==> src/hdl/memPkg.sv <==
`default_nettype none

package memPkg;

    localparam int addrW = 32;
    localparam int wordW = 32;

    typedef enum logic {
        memLoad,
        memStore
    } accessOp_t;

    // value is the byte count
    typedef enum logic [2:0] {
        lenByte = 3'd1,
        lenHalf = 3'd2,
        lenWord = 3'd4
    } accessLen_t;

    typedef enum logic [1:0] {
        idle,
        readInst,
        readData,
        writeData
    } ctrlState_t;

    typedef struct packed {
        accessOp_t        op;
        accessLen_t       len;
        logic             signExt;
        logic [addrW-1:0] addr;
        logic [wordW-1:0] wdata;
    } dataReq_t;

    // held by a requester until its done pulse
    typedef struct packed {
        logic             en;
        accessOp_t        op;
        accessLen_t       len;
        logic [addrW-1:0] addr;
        logic [wordW-1:0] wdata;
    } memCmd_t;

    typedef struct packed {
        logic             done;
        logic [wordW-1:0] rdata;
    } memRsp_t;

    typedef struct packed {
        logic             we;
        logic [addrW-1:0] addr;
        logic [7:0]       wdata;
    } ramPort_t;

endpackage

`default_nettype wire

==> src/hdl/memCtrl.sv <==
`default_nettype none

module memCtrl (
    input  logic            clk,
    input  logic            rst,
    input  logic            rdy,
    input  logic            ioFull,
    input  memPkg::memCmd_t fetchCmd,
    input  memPkg::memCmd_t dataCmd,
    output memPkg::memRsp_t fetchRsp,
    output memPkg::memRsp_t dataRsp,
    output memPkg::ramPort_t ramBus,
    input  logic [7:0]      ramRdata
);
    import memPkg::*;

    ctrlState_t       state;
    logic [2:0]       stage;
    logic [addrW-1:0] addrQ;
    logic [wordW-1:0] wdataQ;
    accessLen_t       lenQ;
    logic [23:0]      assembly;

    logic             stall;
    logic             reading;
    logic             lastRead;
    logic             lastWrite;
    logic [2:0]       addrStage;
    logic [wordW-1:0] merged;

    assign stall = !rdy || ioFull;
    assign reading = (state == readInst) || (state == readData);

    // read ends one stage after the last address, write on the last address
    assign lastRead = (stage == lenQ);
    assign lastWrite = (stage + 3'd1 == lenQ);

    // while stalled the RAM keeps returning the byte already addressed
    assign addrStage = (stall && reading && stage != 3'd0) ? stage - 3'd1 : stage;

    always_ff @(posedge clk) begin
        if (rst) begin
            state <= idle;
            stage <= '0;
        end else if (!stall) begin
            case (state)
                idle: begin
                    stage <= '0;
                    // data side has priority
                    if (dataCmd.en) begin
                        state <= (dataCmd.op == memStore) ? writeData : readData;
                    end else if (fetchCmd.en) begin
                        state <= readInst;
                    end
                end
                readInst, readData: begin
                    if (lastRead) begin
                        state <= idle;
                        stage <= '0;
                    end else begin
                        stage <= stage + 3'd1;
                    end
                end
                writeData: begin
                    if (lastWrite) begin
                        state <= idle;
                        stage <= '0;
                    end else begin
                        stage <= stage + 3'd1;
                    end
                end
                default: begin
                    state <= idle;
                    stage <= '0;
                end
            endcase
        end
    end

    always_ff @(posedge clk) begin
        if (!stall) begin
            if (state == idle) begin
                if (dataCmd.en) begin
                    addrQ  <= dataCmd.addr;
                    lenQ   <= dataCmd.len;
                    wdataQ <= dataCmd.wdata;
                end else if (fetchCmd.en) begin
                    addrQ <= fetchCmd.addr;
                    lenQ  <= fetchCmd.len;
                end
            end else if (reading && stage != 3'd0 && !lastRead) begin
                // little endian, earliest byte ends up lowest
                assembly <= {ramRdata, assembly[23:8]};
            end
        end
    end

    // last byte comes straight from the RAM
    always_comb begin
        case (lenQ)
            lenByte: merged = {24'd0, ramRdata};
            lenHalf: merged = {16'd0, ramRdata, assembly[23:16]};
            default: merged = {ramRdata, assembly};
        endcase
    end

    always_comb begin
        ramBus.we    = (state == writeData) && !stall;
        ramBus.addr  = addrQ + addrW'(addrStage);
        ramBus.wdata = wdataQ[{stage[1:0], 3'b000} +: 8];
    end

    always_comb begin
        fetchRsp.done  = !stall && (state == readInst) && lastRead;
        fetchRsp.rdata = merged;
        dataRsp.done   = !stall && (((state == readData) && lastRead) ||
                                    ((state == writeData) && lastWrite));
        dataRsp.rdata  = merged;
    end

    // a running data access keeps its command until done
    assert property (@(posedge clk) disable iff (rst)
        (state == readData || state == writeData) && !dataRsp.done |=> $stable(dataCmd));

    // a write never goes past the bytes of its access
    assert property (@(posedge clk) disable iff (rst)
        ramBus.we |-> stage < lenQ);

    // a stall freezes the sequencer in place
    assert property (@(posedge clk) disable iff (rst)
        stall |=> $stable(state) && $stable(stage));

endmodule

`default_nettype wire

==> config.mk <==
export PLATFORM = sky130hd
export DESIGN_NAME = memCtrl
export DESIGN_NICKNAME = d
export VERILOG_FILES = /design/src/hdl/memPkg.sv /design/src/hdl/memCtrl.sv
export SDC_FILE = /design/constraint.sdc
export NUM_CORES = 1
export LEC_CHECK = 0
export BUFFER_PORTS_ARGS = -buffer_cell sky130_fd_sc_hd__buf_2
export CORE_ASPECT_RATIO = 0.75
export CORE_MARGIN = 1
export CORE_UTILIZATION = 35
export DETAILED_ROUTE_END_ITERATION = 16
export HOLD_SLACK_MARGIN = 0.05
export PLACE_DENSITY = 0.75
export SYNTH_ARGS = -nofsm -noshare
export SYNTH_HDL_FRONTEND = slang
export SYNTH_SLANG_ARGS = --single-unit
==> constraint.sdc <==
create_clock -name clk -period 7.2 [get_ports clk]
set_clock_uncertainty 0.1 [all_clocks]
set_input_delay 0 -clock clk [delete_from_list [all_inputs] [get_ports clk]]
set_output_delay 0 -clock clk [all_outputs]
set_load 0.005 [all_outputs]
==> metrics <==
register area share after synthesis 53.1%; largest area contributor in the netlist edfxtp_1; Tcrit/Tclk final 56.6%; Diodes inserted 0; Worst Setup SP stage[0]; CP top delay family flip-flops; H-tree depth 3; Hold Slack 88.1 ps; vias in the first global route 4588; DR WL/cell 15.6 um; syn_area_per_cell 12.2 um^2; # IOs 257; reg2reg start stage[0]; R2R Setup Slk 3880 ps; Worst-Margin Slew 1060 ps; Critical Path RT 7100 ps; Area Growth Syn to Fin 47.2%; overall power 1.33 mW; CORE AREA 0.0146 mm^2; YS warnings 0; Rows 38; initial antenna violation count 0; RSZ-0062 raised after global routing no; Global Route Usage Sum 18.9%; Finish-stage setup viols 0; Post-CTS Setup Bufs 0; Final Hold Fails 0; Die Ht 109 um; post-synth top area share 51.3%; Leak Pwr 3.18 nW; Starting Density 36.4%; Synth area leaders edfxtp_1 (51%), mux2_2 (7.4%), buf_4 (4.6%); nets 897; DR DRC count 0; startpoint types register; gpl congestion 0.814; worst hold-check path type input pin to register; WS Path Type register to primary output; CP peak stage delay 870 ps; CP max FO 13; HP Start rdy; critical path endpoint category primary output; vias per cell 4.91; Top FF cell, synth edfxtp_1; VDD IR-drop max 133 uV; #FFs+latches synth 96; die area 0.0157 mm^2; max_cap viols 0; Worst-Skew Late Latency 340 ps; clock-pin slew on the worst setup and hold paths 70 ps; total number of vias 4619; Post-Place Worst Slack 3410 ps; number of routed nets with antenna violations 0; TritonRoute pass-1 iters 4; Die Width 144 um; Gate Count Post-Synth 436; input/output buffers 223; worst setup slack after layout 3130 ps; Pwr Density 169 mW/mm^2; CTS buffer count 9; EDFF count, synth 91; post-layout util 53.6%; number of clock sinks 96; Fmax 245 MHz; Setup TNS 0 ps; CTS resizes 0; layout cells sized above 1 39.7%; CP Buf/Inv Count 3; status completed; largest net degree at the start of global routing 40; DRT iter0 DRCs 176; post-detail-place hpwl 9.35 mm; Slowest cell on crit path dfxtp_1; Max-slew headroom 29.0%; Clock Tree Buf Depth 2; grt ovf 0; Final Max Slew Viols 0; Synthesized Nets 597; first-pass GRT wire length 22.5 mm; root buffer cell clkbuf_16; post-synth cell types 43; Post-synth ARST share 0%; CTS tree built; Post-Route WL 14.7 mm; Tmin final 4070 ps; Worst EP arrival 3970 ps; Netlist Area Pre-Place 0.00533 mm^2; worst path cell trace inv_1, ha_1, nand2b_1, nand3_1, xnor2_1, ha_1, inv_1, fa_1, nor2b_1, o21ai_1, nor4_2, xor2_1, buf_2
-- tightest hold or removal path: cells and delay by family --
kind	cells	cell delay, ps
AO/OA/AOI/OAI	1	60
buffers and inverters	1	90
AND/OR/NAND/NOR	2	330
-- cell usage after synthesis (2+ instances only) --
library cell  count
mux2_2           35
nor3_1            5
clkbuf_1         13
o21ai_0           8
nor2_1           11
nand3_1          12
buf_4            33
a22oi_1           8
o2111ai_1         2
nor2b_1          16
ha_1             10
mux4_2            8
o21ai_1          12
and2_1           20
dfxtp_1           5
o21a_1            3
xor2_1           15
nand4_1           8
xnor2_1          19
o211ai_1          2
edfxtp_1         91
nand2b_1          2
nor4_2            6
and3_1            4
buf_2             2
nor4_1            4
or4_1             3
a21oi_1          14
and4_1            4
a21o_1            3
inv_1            13
nand2_1          34
-- logic make-up (layout without fill, tap and decap cells) --
group	Yosys count	count (layout)	share of synthesized area (%)
flip-flops	96	96	53.1
AO/OA/AOI/OAI	59	59	6.83
buffers and inverters	62	367	6.74
multiplexers	43	43	10.8
XOR/XNOR	35	35	6.01
adder cells (fa/ha/maj)	11	11	2.72
AND/OR/NAND/NOR	130	130	13.8
-- layer usage --
layer	wire, um	vias to the layer above	GRT usage, %
li1	-	2184	-
met1	6070	2180	22.1
met2	7300	228	33.4
met3	979	27	4.92
met4	309	0	6.62
met5	0	-	0
-- flip-flops by register name, indices dropped and copies added (netlist names) --
register / count
assembly: 24
state: 2
addrQ: 32
stage: 3
wdataQ: 32
lenQ: 3
-- timing repair --
action / in CTS / in global routing
hold buffers: 112 / 0
hold endpoints to repair: 80 / 0
setup endpoints to repair: 0 / 0
-- metrics by stage --
step | area, um^2 | cells
2_1_floorplan | 5330 | 436
3_3_place_gp | 6420 | 813
3_5_place_dp | 6420 | 813
4_1_cts | 7850 | 941
5_1_grt | 7850 | 941
6_report | 7850 | 941
-- power breakdown --
group          internal, mW  switching (mW)  total (mW)
Combinational         0.118          0.0790       0.197
Clock                 0.249           0.235       0.484
Sequential            0.631          0.0144       0.645
-- layout by cell type, fill, tap and decap left out, types with 12 or more instances in the layout --
master / count
xor2_1: 15
mux2_2: 35
dlygate4sd3_1: 112
inv_1: 13
and2_1: 20
o21ai_1: 12
buf_2: 223
nand3_1: 12
edfxtp_1: 91
nand2_1: 34
xnor2_1: 19
a21oi_1: 14
nor2b_1: 16
-- cell type report --
type | instances | area, um^2
flip-flops and latches | 96 | 2830
well taps | 200 | 250
clock buffers | 9 | 225
inverters | 13 | 48.8
repair buffers | 338 | 2260
clock inverters | 7 | 81.3
multi-input cells | 278 | 2150
fillers | 1235 | 6800
-- path summary, 6_finish.rpt --
| path | depth (start not counted) | end |
|---|---|---|
| max | 13 | ramBus[38] |
| max reg2reg | 7 | state[0] |
| min reg2reg | 0 | assembly[4] |
| min | 4 | stage[1] |
Power figures use the tool's default switching activity.
