**config.mk**
```make
export PLATFORM = sky130hd
export DESIGN_NAME = fetchUnit
export DESIGN_NICKNAME = d
export VERILOG_FILES = /design/src/hdl/memPkg.sv /design/src/hdl/fetchUnit.sv
export SDC_FILE = /design/constraint.sdc
export NUM_CORES = 1
export LEC_CHECK = 0
export ABC_AREA = 1
export BUFFER_PORTS_ARGS = -buffer_cell sky130_fd_sc_hd__buf_2
export CORE_ASPECT_RATIO = 0.8
export CORE_MARGIN = 2
export CORE_UTILIZATION = 44
export CTS_BUF_LIST = sky130_fd_sc_hd__clkbuf_2 sky130_fd_sc_hd__clkbuf_4 sky130_fd_sc_hd__clkbuf_8
export DETAILED_ROUTE_END_ITERATION = 16
export HOLD_SLACK_MARGIN = 0.06
export PLACE_DENSITY = 0.88
export SLEW_MARGIN = 20
export SYNTH_ARGS = -nofsm -noshare
export SYNTH_HDL_FRONTEND = slang
export SYNTH_SLANG_ARGS = --single-unit
```
**constraint.sdc**
```tcl
create_clock -name clk -period 1.3 [get_ports clk]
set_clock_uncertainty 0.1 [all_clocks]
set_input_delay 0.195 -clock clk [delete_from_list [all_inputs] [get_ports clk]]
set_output_delay 0.195 -clock clk [all_outputs]
set_load 0.02 [all_outputs]
```
**src/hdl/memPkg.sv**
```systemverilog
`default_nettype none

package memPkg;

    localparam int addrW = 32;
    localparam int wordW = 32;

    typedef enum logic {
        memLoad,
        memStore
    } accessOp_t;

    // value is the byte count
    typedef enum logic [2:0] {
        lenByte = 3'd1,
        lenHalf = 3'd2,
        lenWord = 3'd4
    } accessLen_t;

    typedef enum logic [1:0] {
        idle,
        readInst,
        readData,
        writeData
    } ctrlState_t;

    typedef struct packed {
        accessOp_t        op;
        accessLen_t       len;
        logic             signExt;
        logic [addrW-1:0] addr;
        logic [wordW-1:0] wdata;
    } dataReq_t;

    // held by a requester until its done pulse
    typedef struct packed {
        logic             en;
        accessOp_t        op;
        accessLen_t       len;
        logic [addrW-1:0] addr;
        logic [wordW-1:0] wdata;
    } memCmd_t;

    typedef struct packed {
        logic             done;
        logic [wordW-1:0] rdata;
    } memRsp_t;

    typedef struct packed {
        logic             we;
        logic [addrW-1:0] addr;
        logic [7:0]       wdata;
    } ramPort_t;

endpackage

`default_nettype wire

```
**src/hdl/fetchUnit.sv**
```systemverilog
`default_nettype none

module fetchUnit #(
    parameter logic [memPkg::addrW-1:0] resetPc = '0
) (
    input  logic                     clk,
    input  logic                     rst,
    input  logic                     fetchEn,
    input  logic                     redirect,
    input  logic [memPkg::addrW-1:0] redirectPc,
    output memPkg::memCmd_t          cmd,
    input  memPkg::memRsp_t          rsp,
    output logic                     instValid,
    output logic [memPkg::wordW-1:0] inst,
    output logic [memPkg::addrW-1:0] instPc
);
    import memPkg::*;

    logic [addrW-1:0] pc;
    logic             stale;

    always_comb begin
        cmd.en    = fetchEn;
        cmd.op    = memLoad;
        cmd.len   = lenWord;
        cmd.addr  = pc;
        cmd.wdata = '0;
    end

    always_ff @(posedge clk) begin
        if (rst) begin
            pc        <= resetPc;
            stale     <= 1'b0;
            instValid <= 1'b0;
        end else begin
            instValid <= rsp.done && !stale && !redirect;
            if (redirect) begin
                pc <= redirectPc;
                // an access may already be running for the old pc
                stale <= cmd.en && !rsp.done;
            end else if (rsp.done) begin
                stale <= 1'b0;
                if (!stale) begin
                    pc <= pc + addrW'(4);
                end
            end
        end
    end

    always_ff @(posedge clk) begin
        if (rsp.done) begin
            inst   <= rsp.rdata;
            instPc <= pc;
        end
    end

endmodule

`default_nettype wire

```
==> metrics.txt, run 1 <==
status finished with violations; failing checks setup timing; Final Hold Viols 0; Tmin final ~1.5 ns; width of the chip between 100 and 150 um; Worst path max stage delay around 0.41 ns; Clock Latency Late Sink ~0.39 ns; most used cell, CP nand2_4; Port Buffer Count roughly 170; Slew Limit Fails 0; drt first-iter violations 544; total track usage 0.296; Synth cell types 39; Sw Share 0.315; Cell Pwr Density ~950 mW/mm^2; Site Rows 32; Min-Delay Path Class input pin to flop; Sink Count 98; first-pass GRT wire length 24,200 um; Endpoint, Worst Hold pc[26]$_SDFFE_PP0N_; most common cell after layout, fill and taps aside buf_2; Setup CP Type flop to flop; period utilization 1.17; worst r2r path cells 7; gr ovfl total 0; Avg Vias per Cell between 5 and 6; setup ws final -0.223 ns; routed len/inst between 15 and 20 um; clock power share 0.265; Num CTS Buffers 9; worst-path fanout max 4; CP Launch Type flop; Initial Util 0.456; combinational share of power 0.232; vias in the first global route approximately 4,600; area occupied by multi-input gates ~0.0019 sq mm; worst r2r src pc[8]$_SDFFE_PP0N_; via count 4,765; cell area after synthesis 0.00444 sq mm; dpl hpwl just under 10,000 um; Syn Inst Count roughly 450; Finished Cell Area between 0.007 and 0.008 sq mm; sequential fraction of the synthesis area 0.587; WP data required roughly 1.5 ns; R2R Setup Slk -0.22 ns; Seq. cell area 0.00270 sq mm; CTS tree yes; sw power around 2.3 mW; Crit-path slowest cell dfxtp_4; Max VDD drop 613 uV; initial antenna violation count 1; Synthesis Warnings 0; H-tree Lvls 3; syn_area_per_cell 9.83 sq um; clk buf depth 2; CP Buf/Inv Count 0; Peak Freq between 0.6 and 0.7 GHz; Min Hold Slack approximately 0.083 ns; fill count between 500 and 600; Post-route DRC 0; Worst-path clk slew 0.10 ns; max-cap viol count 0; CP Capture Type flop; Die Span Y 93.8 um; CP Data Arrival Time between 1.5 and 2 ns; # setup viols final 37; number of detailed-route iterations in the first pass 6; die footprint 0.0109 sq mm; hold path depth 5; unrepaired setup endpoints after global routing true; Area growth syn-to-layout 73.6%; internal cell power between 5 and 6 mW; #FFs+latches synth slightly below 100; clk root buf clkbuf_8; post-route ant nets 0; highest-count cells in the layout ignoring fill and taps buf_2 (131), nand2_1 (83), buf_6 (72); NumNets Final 853; placed instance area between 0.005 and 0.006 sq mm; Worst path top cell family by delay simple AND/OR/NAND/NOR gates; r2r endpoint pc[27]$_SDFFE_PP0N_; hold path start redirectPc[26]; leakage power ~3.5 nW; power share of the sequential group 0.503; CP Cell Sequence nand2_4 > nor2_4 > nand2_4 > nor3_4 > nand4_1 > nand3_2 > nand2_1; layout cells sized above 1 0.536; largest net degree at the start of global routing 50; Core Area slightly below 0.01 sq mm; total wire length between 15,000 and 20,000 um; IO Pins 203; Design Power between 7 and 8 mW; GPL Wtd Cong 0.901
==> through the flow <==
| stage | util | cells | setup slack, ns | setup TNS, ns |
|---|---|---|---|---|
| finish | 0.791 | 925 | -0.223 | -4.05 |
| global route | 0.791 | 925 | -0.324 | -6.32 |
| CTS | 0.746 | 907 | -0.103 | -1.73 |
| detailed placement | 0.609 | 814 | -0.176 | -2.18 |
| global placement | 0.609 | 814 | -0.164 | -1.63 |
| floorplan | - | 485 | -0.0823 | -0.674 |
==> worst max path at each step <==
stage | end | slack [ns] | depth (start not counted) | from
2_1_floorplan | pc[22]$_SDFFE_PP0N_ | -0.08 | 8 | pc[3]$_SDFFE_PP0N_
3_3_place_gp | pc[24]$_SDFFE_PP0N_ | -0.16 | 6 | pc[3]$_SDFFE_PP0N_
3_5_place_dp | pc[16]$_SDFFE_PP0N_ | -0.18 | 6 | pc[3]$_SDFFE_PP0N_
4_1_cts | pc[30]$_SDFFE_PP0N_ | -0.10 | 10 | pc[2]$_SDFFE_PP0N_
5_1_grt | pc[13]$_SDFFE_PP0N_ | -0.32 | 7 | pc[8]$_SDFFE_PP0N_
6_report | pc[27]$_SDFFE_PP0N_ | -0.22 | 7 | pc[8]$_SDFFE_PP0N_
==> per-layer routing <==
layer  wire length [um]  GRT usage  up-vias  part of all wire
li1                   -          -     2102                 -
met2               8830      0.505      328              0.50
met5                  0          0        -                 0
met4                622      0.132        0             0.035
met1               6530      0.358     2274              0.37
met3               1550     0.0652       61             0.089
==> cell families (layout without fill, tap and decap cells) <==
| logic type | count (synthesis) | after routing | synth area share |
|---|---|---|---|
| AND/OR/NAND/NOR | 194 | 194 | 0.204 |
| adder cells (fa/ha/maj) | 1 | 1 | 0.00282 |
| flip-flops | 98 | 98 | 0.587 |
| other | 2 | 37 | 0.00169 |
| XOR/XNOR | 9 | 9 | 0.0178 |
| buffers and inverters | 85 | 388 | 0.104 |
| AO/OA/AOI/OAI | 62 | 62 | 0.0824 |
==> sequential cells by signal, summed over array words and instances (netlist names) <==
register   flops
stale          1
inst          32
pc            32
instPc        32
instValid      1
==> worst register-to-register path, stage by stage, from the launching register on <==
cell and delay [ns]:
dfxtp_4 0.41, nand2_4 0.08, nor2_4 0.17, nand2_4 0.10, nor3_4 0.26, nand4_1 0.16
nand3_2 0.09, nand2_1 0.05
==> cells in the mapped netlist (all sizes together) <==
cell type / count / area, sq um
o211ai: 1 / 7.51
a31oi: 8 / 50.1
and2: 2 / 12.5
a22o: 4 / 35.0
xor2: 6 / 52.6
inv: 39 / 146
ha: 1 / 12.5
o21ai: 29 / 149
edfxtp: 64 / 1920
nand2: 113 / 454
nand4: 4 / 25.0
xnor2: 3 / 26.3
conb: 2 / 7.51
clkbuf: 4 / 15.0
nand3: 21 / 110
a21oi: 17 / 100
nor3: 7 / 51.3
o311ai: 1 / 8.76
a22oi: 1 / 7.51
buf: 42 / 302
o31ai: 1 / 7.51
nor2: 45 / 240
dfxtp: 34 / 681
or2: 1 / 6.26
nor4: 1 / 6.26
==> power by group through the flow <==
stage | Sequential [mW] | Clock, mW | Combinational, mW
2_1_floorplan | 4.00 | 0 | 0.410
3_3_place_gp | 3.69 | 0 | 1.19
3_5_place_dp | 3.70 | 0 | 1.21
4_1_cts | 3.65 | 1.94 | 1.51
5_1_grt | 3.70 | 2.05 | 1.79
6_report | 3.68 | 1.94 | 1.70
==> what timing repair did <==
action                     CTS  global route
setup endpoints to repair   57            66
hold endpoints to repair    57             0
resized for setup          133            92
hold buffers                57             0
buffers inserted            20            26
pin swaps                   26            34
cloned                       0             1
==> final cells by class <==
cell class / count / share of cell area
antenna: 1 / 0.000325
timing repair buffer: 332 / 0.336
inverter: 39 / 0.0206
tap: 136 / 0.0221
timing repair inverter: 1 / 0.000813
clock inverter: 7 / 0.00764
multi-input combinational: 302 / 0.246
sequential: 98 / 0.350
clock buffer: 9 / 0.0161
Note: power is estimated with default switching activity, not from simulation.
==> inputs of run 2 (changes only) <==
- GPL_TIMING_DRIVEN: default -> 0
==> metrics.txt, run 2 (synthesis results as in run 1) <==
# hold bufs at CTS slightly below 60; Clock Latency Late Sink 0.38 ns; IO Pins 203; status finished with violations; placed instance area between 0.005 and 0.006 sq mm; drt first-iter violations 460; Sw Share 0.314; relative max-transition margin 0.541; die footprint 0.0109 sq mm; first-pass GRT wire length about 22,000 um; combinational share of power 0.216; CP Data Arrival Time 1.76 ns; worst r2r path cells 8; WP data required ~1.5 ns; H-tree Lvls 3; Max VDD drop 512 uV; Avg Vias per Cell 5.04; Post-route DRC 0; biggest regs instPc x32, inst x32, pc x32; setup ws final -0.247 ns; Die Span Y around 94 um; Worst-path clk slew roughly 0.11 ns; post-route ant nets 0; most common cell after layout, fill and taps aside buf_2; layout cells sized above 1 0.505; Port Buffer Count 165; setup TNS -4.19 ns; total track usage 0.263; leakage power 3.38 nW; Core Area a little under 0.01 sq mm; Cell Pwr Density approximately 970 mW/mm^2; failing checks setup timing; unrepaired setup endpoints after global routing true; number of detailed-route iterations in the first pass 7; Tmin final ~1.5 ns; fill count roughly 600; worst-path fanout max 3; power share of the sequential group 0.514; CP Capture Type flop; NumNets Final ~840; width of the chip 116 um; Setup CP Type flop to flop; sw power ~2.3 mW; Slew Limit Fails 0; Peak Freq between 0.6 and 0.7 GHz; Finished Cell Area 0.00739 sq mm; CP Launch Type flop; largest net degree at the start of global routing 67; max-cap viol count 0; Finished Layout Cells around 920; clock power share 0.270; GPL Wtd Cong about 0.85; clk buf depth 2; Worst Max-Slew Pin Slew approximately 0.7 ns; gr ovfl total 0; vias in the first global route between 4,000 and 5,000; Num CTS Buffers 9; routed len/inst between 15 and 20 um; dpl hpwl 8990 um; Design Power slightly above 7 mW; highest-count cells in the layout ignoring fill and taps buf_2 (144), nand2_1 (86), buf_4 (71); clk root buf clkbuf_8; CTS tree yes; Placed Cells ~790; Area growth syn-to-layout 66.7%; total wire length roughly 16,000 um; Sink Count 98; via count approximately 4,600; # setup viols final 37; Min-Delay Path Class input pin to flop; initial antenna violation count 1; internal cell power just under 5 mW; Initial Util 0.456; Final Hold Viols 0; period utilization 1.19; Site Rows 32; hold path depth 2
==> run 2: critical path, stage by stage, from the launching register on <==
cell and delay (ns):
dfxtp_4 0.39, ha_4 0.15, nand3_4 0.11, inv_6 0.11
nand2_8 0.06, nor2_4 0.15, xor2_1 0.21, nand2_1 0.10
a21oi_2 0.12
==> run 2: metal layers <==
metal / GRT usage / vias up / wire length, um
li1: - / 2074 / -
met1: 0.319 / 2134 / 6010
met2: 0.446 / 341 / 7990
met3: 0.0735 / 63 / 1830
met4: 0.0942 / 0 / 607
met5: 0 / - / 0
==> run 2: metrics by stage <==
step / hold WS, ns / setup WS, ns / utilization
final: 0.0122 / -0.247 / 0.760
after detailed placement: 0.275 / -1.04 / 0.584
after global routing: 0.0166 / -0.317 / 0.760
after CTS: -0.00434 / -0.178 / 0.719
after global placement: 0.272 / -1.38 / 0.583
after floorplan: 0.173 / -0.0823 / -
==> run 2: repair_timing <==
item / CTS / global route
hold endpoints to repair: 58 / 8
pin swaps: 20 / 32
setup endpoints to repair: 35 / 52
gates cloned: 1 / 0
buffers inserted: 29 / 33
resized for setup: 106 / 71
==> run 2: final timing paths <==
kind | from | end | slack [ns]
worst max register to register | pc[3]$_SDFFE_PP0N_ | pc[18]$_SDFFE_PP0N_ | -0.25
worst max-delay path | pc[3]$_SDFFE_PP0N_ | pc[18]$_SDFFE_PP0N_ | -0.25
worst min register to register | pc[0]$_SDFFE_PP0P_ | instPc[0]$_DFFE_PP_ | 0.39
worst min-delay path | rst | pc[14]$_SDFFE_PP0N_ | 0.01
==> run 2: power by group through the flow <==
| stage | logic [mW] | clock network [mW] | registers (mW) |
|---|---|---|---|
| detailed placement | 1.10 | 0 | 3.75 |
| floorplan | 0.410 | 0 | 4.00 |
| global route | 1.65 | 2.07 | 3.72 |
| finish | 1.55 | 1.95 | 3.70 |
| global placement | 1.08 | 0 | 3.74 |
| CTS | 1.41 | 1.92 | 3.65 |
==> run 2: final cells by class <==
cell class | instances | area (sq um) | area share
Sequential cell | 98 | 2700 | 0.366
Timing Repair Buffer | 276 | 2030 | 0.275
Multi-Input combinational cell | 302 | 1790 | 0.243
Buffer | 46 | 330 | 0.0447
Tap cell | 136 | 170 | 0.0230
Inverter | 39 | 169 | 0.0229
Clock buffer | 9 | 124 | 0.0168
Clock inverter | 7 | 57.6 | 0.00779
Timing Repair inverter | 1 | 7.51 | 0.00102
Antenna cell | 1 | 2.50 | 0.000339
==> inputs of run 3 (changes only) <==
- BUFFER_PORTS_ARGS: -buffer_cell sky130_fd_sc_hd__buf_2 -> default
- CORE_UTILIZATION: 44 -> 45
- DONT_BUFFER_PORTS: default -> 1
- PLACE_DENSITY: 0.88 -> 0.71
- TNS_END_PERCENT: default -> 10
==> metrics.txt, run 3 (synthesis results as in run 1) <==
status finished with violations; failing checks hold timing, setup timing; Num CTS Buffers 9; post-route ant nets 0; Final Hold Viols 65; Core Area ~0.0096 sq mm; Area growth syn-to-layout 32.8%; GPL Wtd Cong around 0.83; gr ovfl total 0; hold path depth 1; period utilization 1.21; CTS tree yes; total wire length between 10,000 and 15,000 um; IO Pins between 200 and 250; Die Span Y between 90 and 100 um; CP Launch Type flop; Setup CP Type flop to flop; Slew Limit Fails 0; clk buf depth 2; layout cells sized above 1 0.281; WP data required about 1.5 ns; total track usage 0.217; n_diodes 0; most common cell after layout, fill and taps aside nand2_1; die footprint around 0.011 sq mm; first-pass GRT wire length around 17,000 um; leakage power about 2.4 nW; drt first-iter violations ~250; routed len/inst about 17 um; largest net degree at the start of global routing 67; Design Power about 6.5 mW; highest-count cells in the layout ignoring fill and taps nand2_1 (93), dlygate4sd3_1 (65), edfxtp_1 (64); Tmin final 1.58 ns; Initial Util 0.462; H-tree Lvls 3; Clock Latency Late Sink ~0.37 ns; via count roughly 3,500; # hold bufs at CTS 65; # setup viols final 26; Crit-path slowest cell dfxtp_4; CP Cell Sequence ha_4 > nand3_4 > inv_4 > nand2_4 > nor2_4 > nand2_1 > xor2_1 > o21ai_2; worst-path fanout max 5; CP Capture Type flop; Peak Freq roughly 0.63 GHz; Min Hold Slack -0.180 ns; Place WS -0.442 ns; max-cap viol count 0; unrepaired setup endpoints after global routing true; initial antenna violation count 0; Min-Delay Path Class input pin to flop; worst r2r path cells 8; Worst-path clk slew ~0.1 ns; vias in the first global route ~3,400; setup ws final -0.275 ns; Post-route DRC 0; dpl hpwl between 8000 and 9000 um; width of the chip 115 um; Site Rows 32; Max VDD drop between 700 and 800 uV; setup TNS -4.48 ns; clk root buf clkbuf_8; Avg Vias per Cell 5.12; biggest regs instPc x32, inst x32, pc x32; number of detailed-route iterations in the first pass 4; Worst Max-Slew Pin Slew approximately 0.66 ns; Sink Count between 90 and 100; Worst path max stage delay ~0.44 ns; relative max-transition margin 0.562; Port Buffer Count 0; CP Data Arrival Time about 1.8 ns; Cell Pwr Density 1100 mW/mm^2; NumNets Final approximately 640
run 3: cell types whose count changed in the layout (fill, tap and decap cells not counted), moves of 3 or more:
cell           previous run  this run
buf_2                   144         3
nor2_4                   18        12
dlygate4sd3_1            58        65
buf_6                    44         0
nand2_1                  86        93
dfxtp_2                   6         2
nor2_2                    6         9
nand2_4                  12         7
buf_4                    71        45
nor2_1                   20        23
run 3: area by class of cell:
type                            count  area (sq um)
Clock inverter                      6          48.8
Fill cell                         791          3720
Inverter                           39           161
Multi-Input combinational cell    302          1660
Clock buffer                        9           124
Tap cell                          119           149
Sequential cell                    98          2710
Buffer                             46           330
Timing Repair Buffer               73           711
run 3: final timing paths:
path	endpoint	start	slack, ns
max	pc[22]$_SDFFE_PP0N_	pc[3]$_SDFFE_PP0N_	-0.28
min	stale$_SDFFE_PP0P_	rsp[32]	-0.18
max reg2reg	pc[22]$_SDFFE_PP0N_	pc[3]$_SDFFE_PP0N_	-0.28
min reg2reg	instPc[24]$_DFFE_PP_	pc[24]$_SDFFE_PP0N_	0.42
run 3: metal layers:
metal | global-route usage | vias up | part of all wire
met2 | 0.360 | 193 | 0.48
met1 | 0.271 | 1664 | 0.41
met3 | 0.0713 | 12 | 0.095
met5 | 0 | - | 0
met4 | 0.0572 | 0 | 0.011
li1 | - | 1676 | -
run 3: per-stage QoR:
step | cell area (sq um) | utilization | cells
after floorplan | 4650 | - | 485
after global placement | 4800 | 0.500 | 604
after detailed placement | 4800 | 0.500 | 604
after CTS | 5790 | 0.603 | 688
after global routing | 5890 | 0.613 | 692
final | 5890 | 0.613 | 692
run 3: timing repair:
| item | CTS | global route |
|---|---|---|
| hold endpoints to repair | 129 | 71 |
| setup endpoints to repair | 31 | 30 |
| pin swaps | 6 | 12 |
| gates resized for setup | 49 | 24 |
| buffers inserted | 4 | 4 |
run 3: worst max-delay path: cells and delay by family, from the launching register on:
| family | cells | cell delay, ns |
|---|---|---|
| flip-flops | 1 | 0.44 |
| XOR/XNOR | 1 | 0.17 |
| AO/OA/AOI/OAI | 1 | 0.06 |
| adder cells (fa/ha/maj) | 1 | 0.17 |
| AND/OR/NAND/NOR | 4 | 0.45 |
| buffers and inverters | 1 | 0.11 |
run 3: power breakdown:
group / internal [mW] / switching (mW)
combinational: 0.321 / 0.358
clock: 0.705 / 1.10
sequential: 3.54 / 0.453
total: 4.57 / 1.91
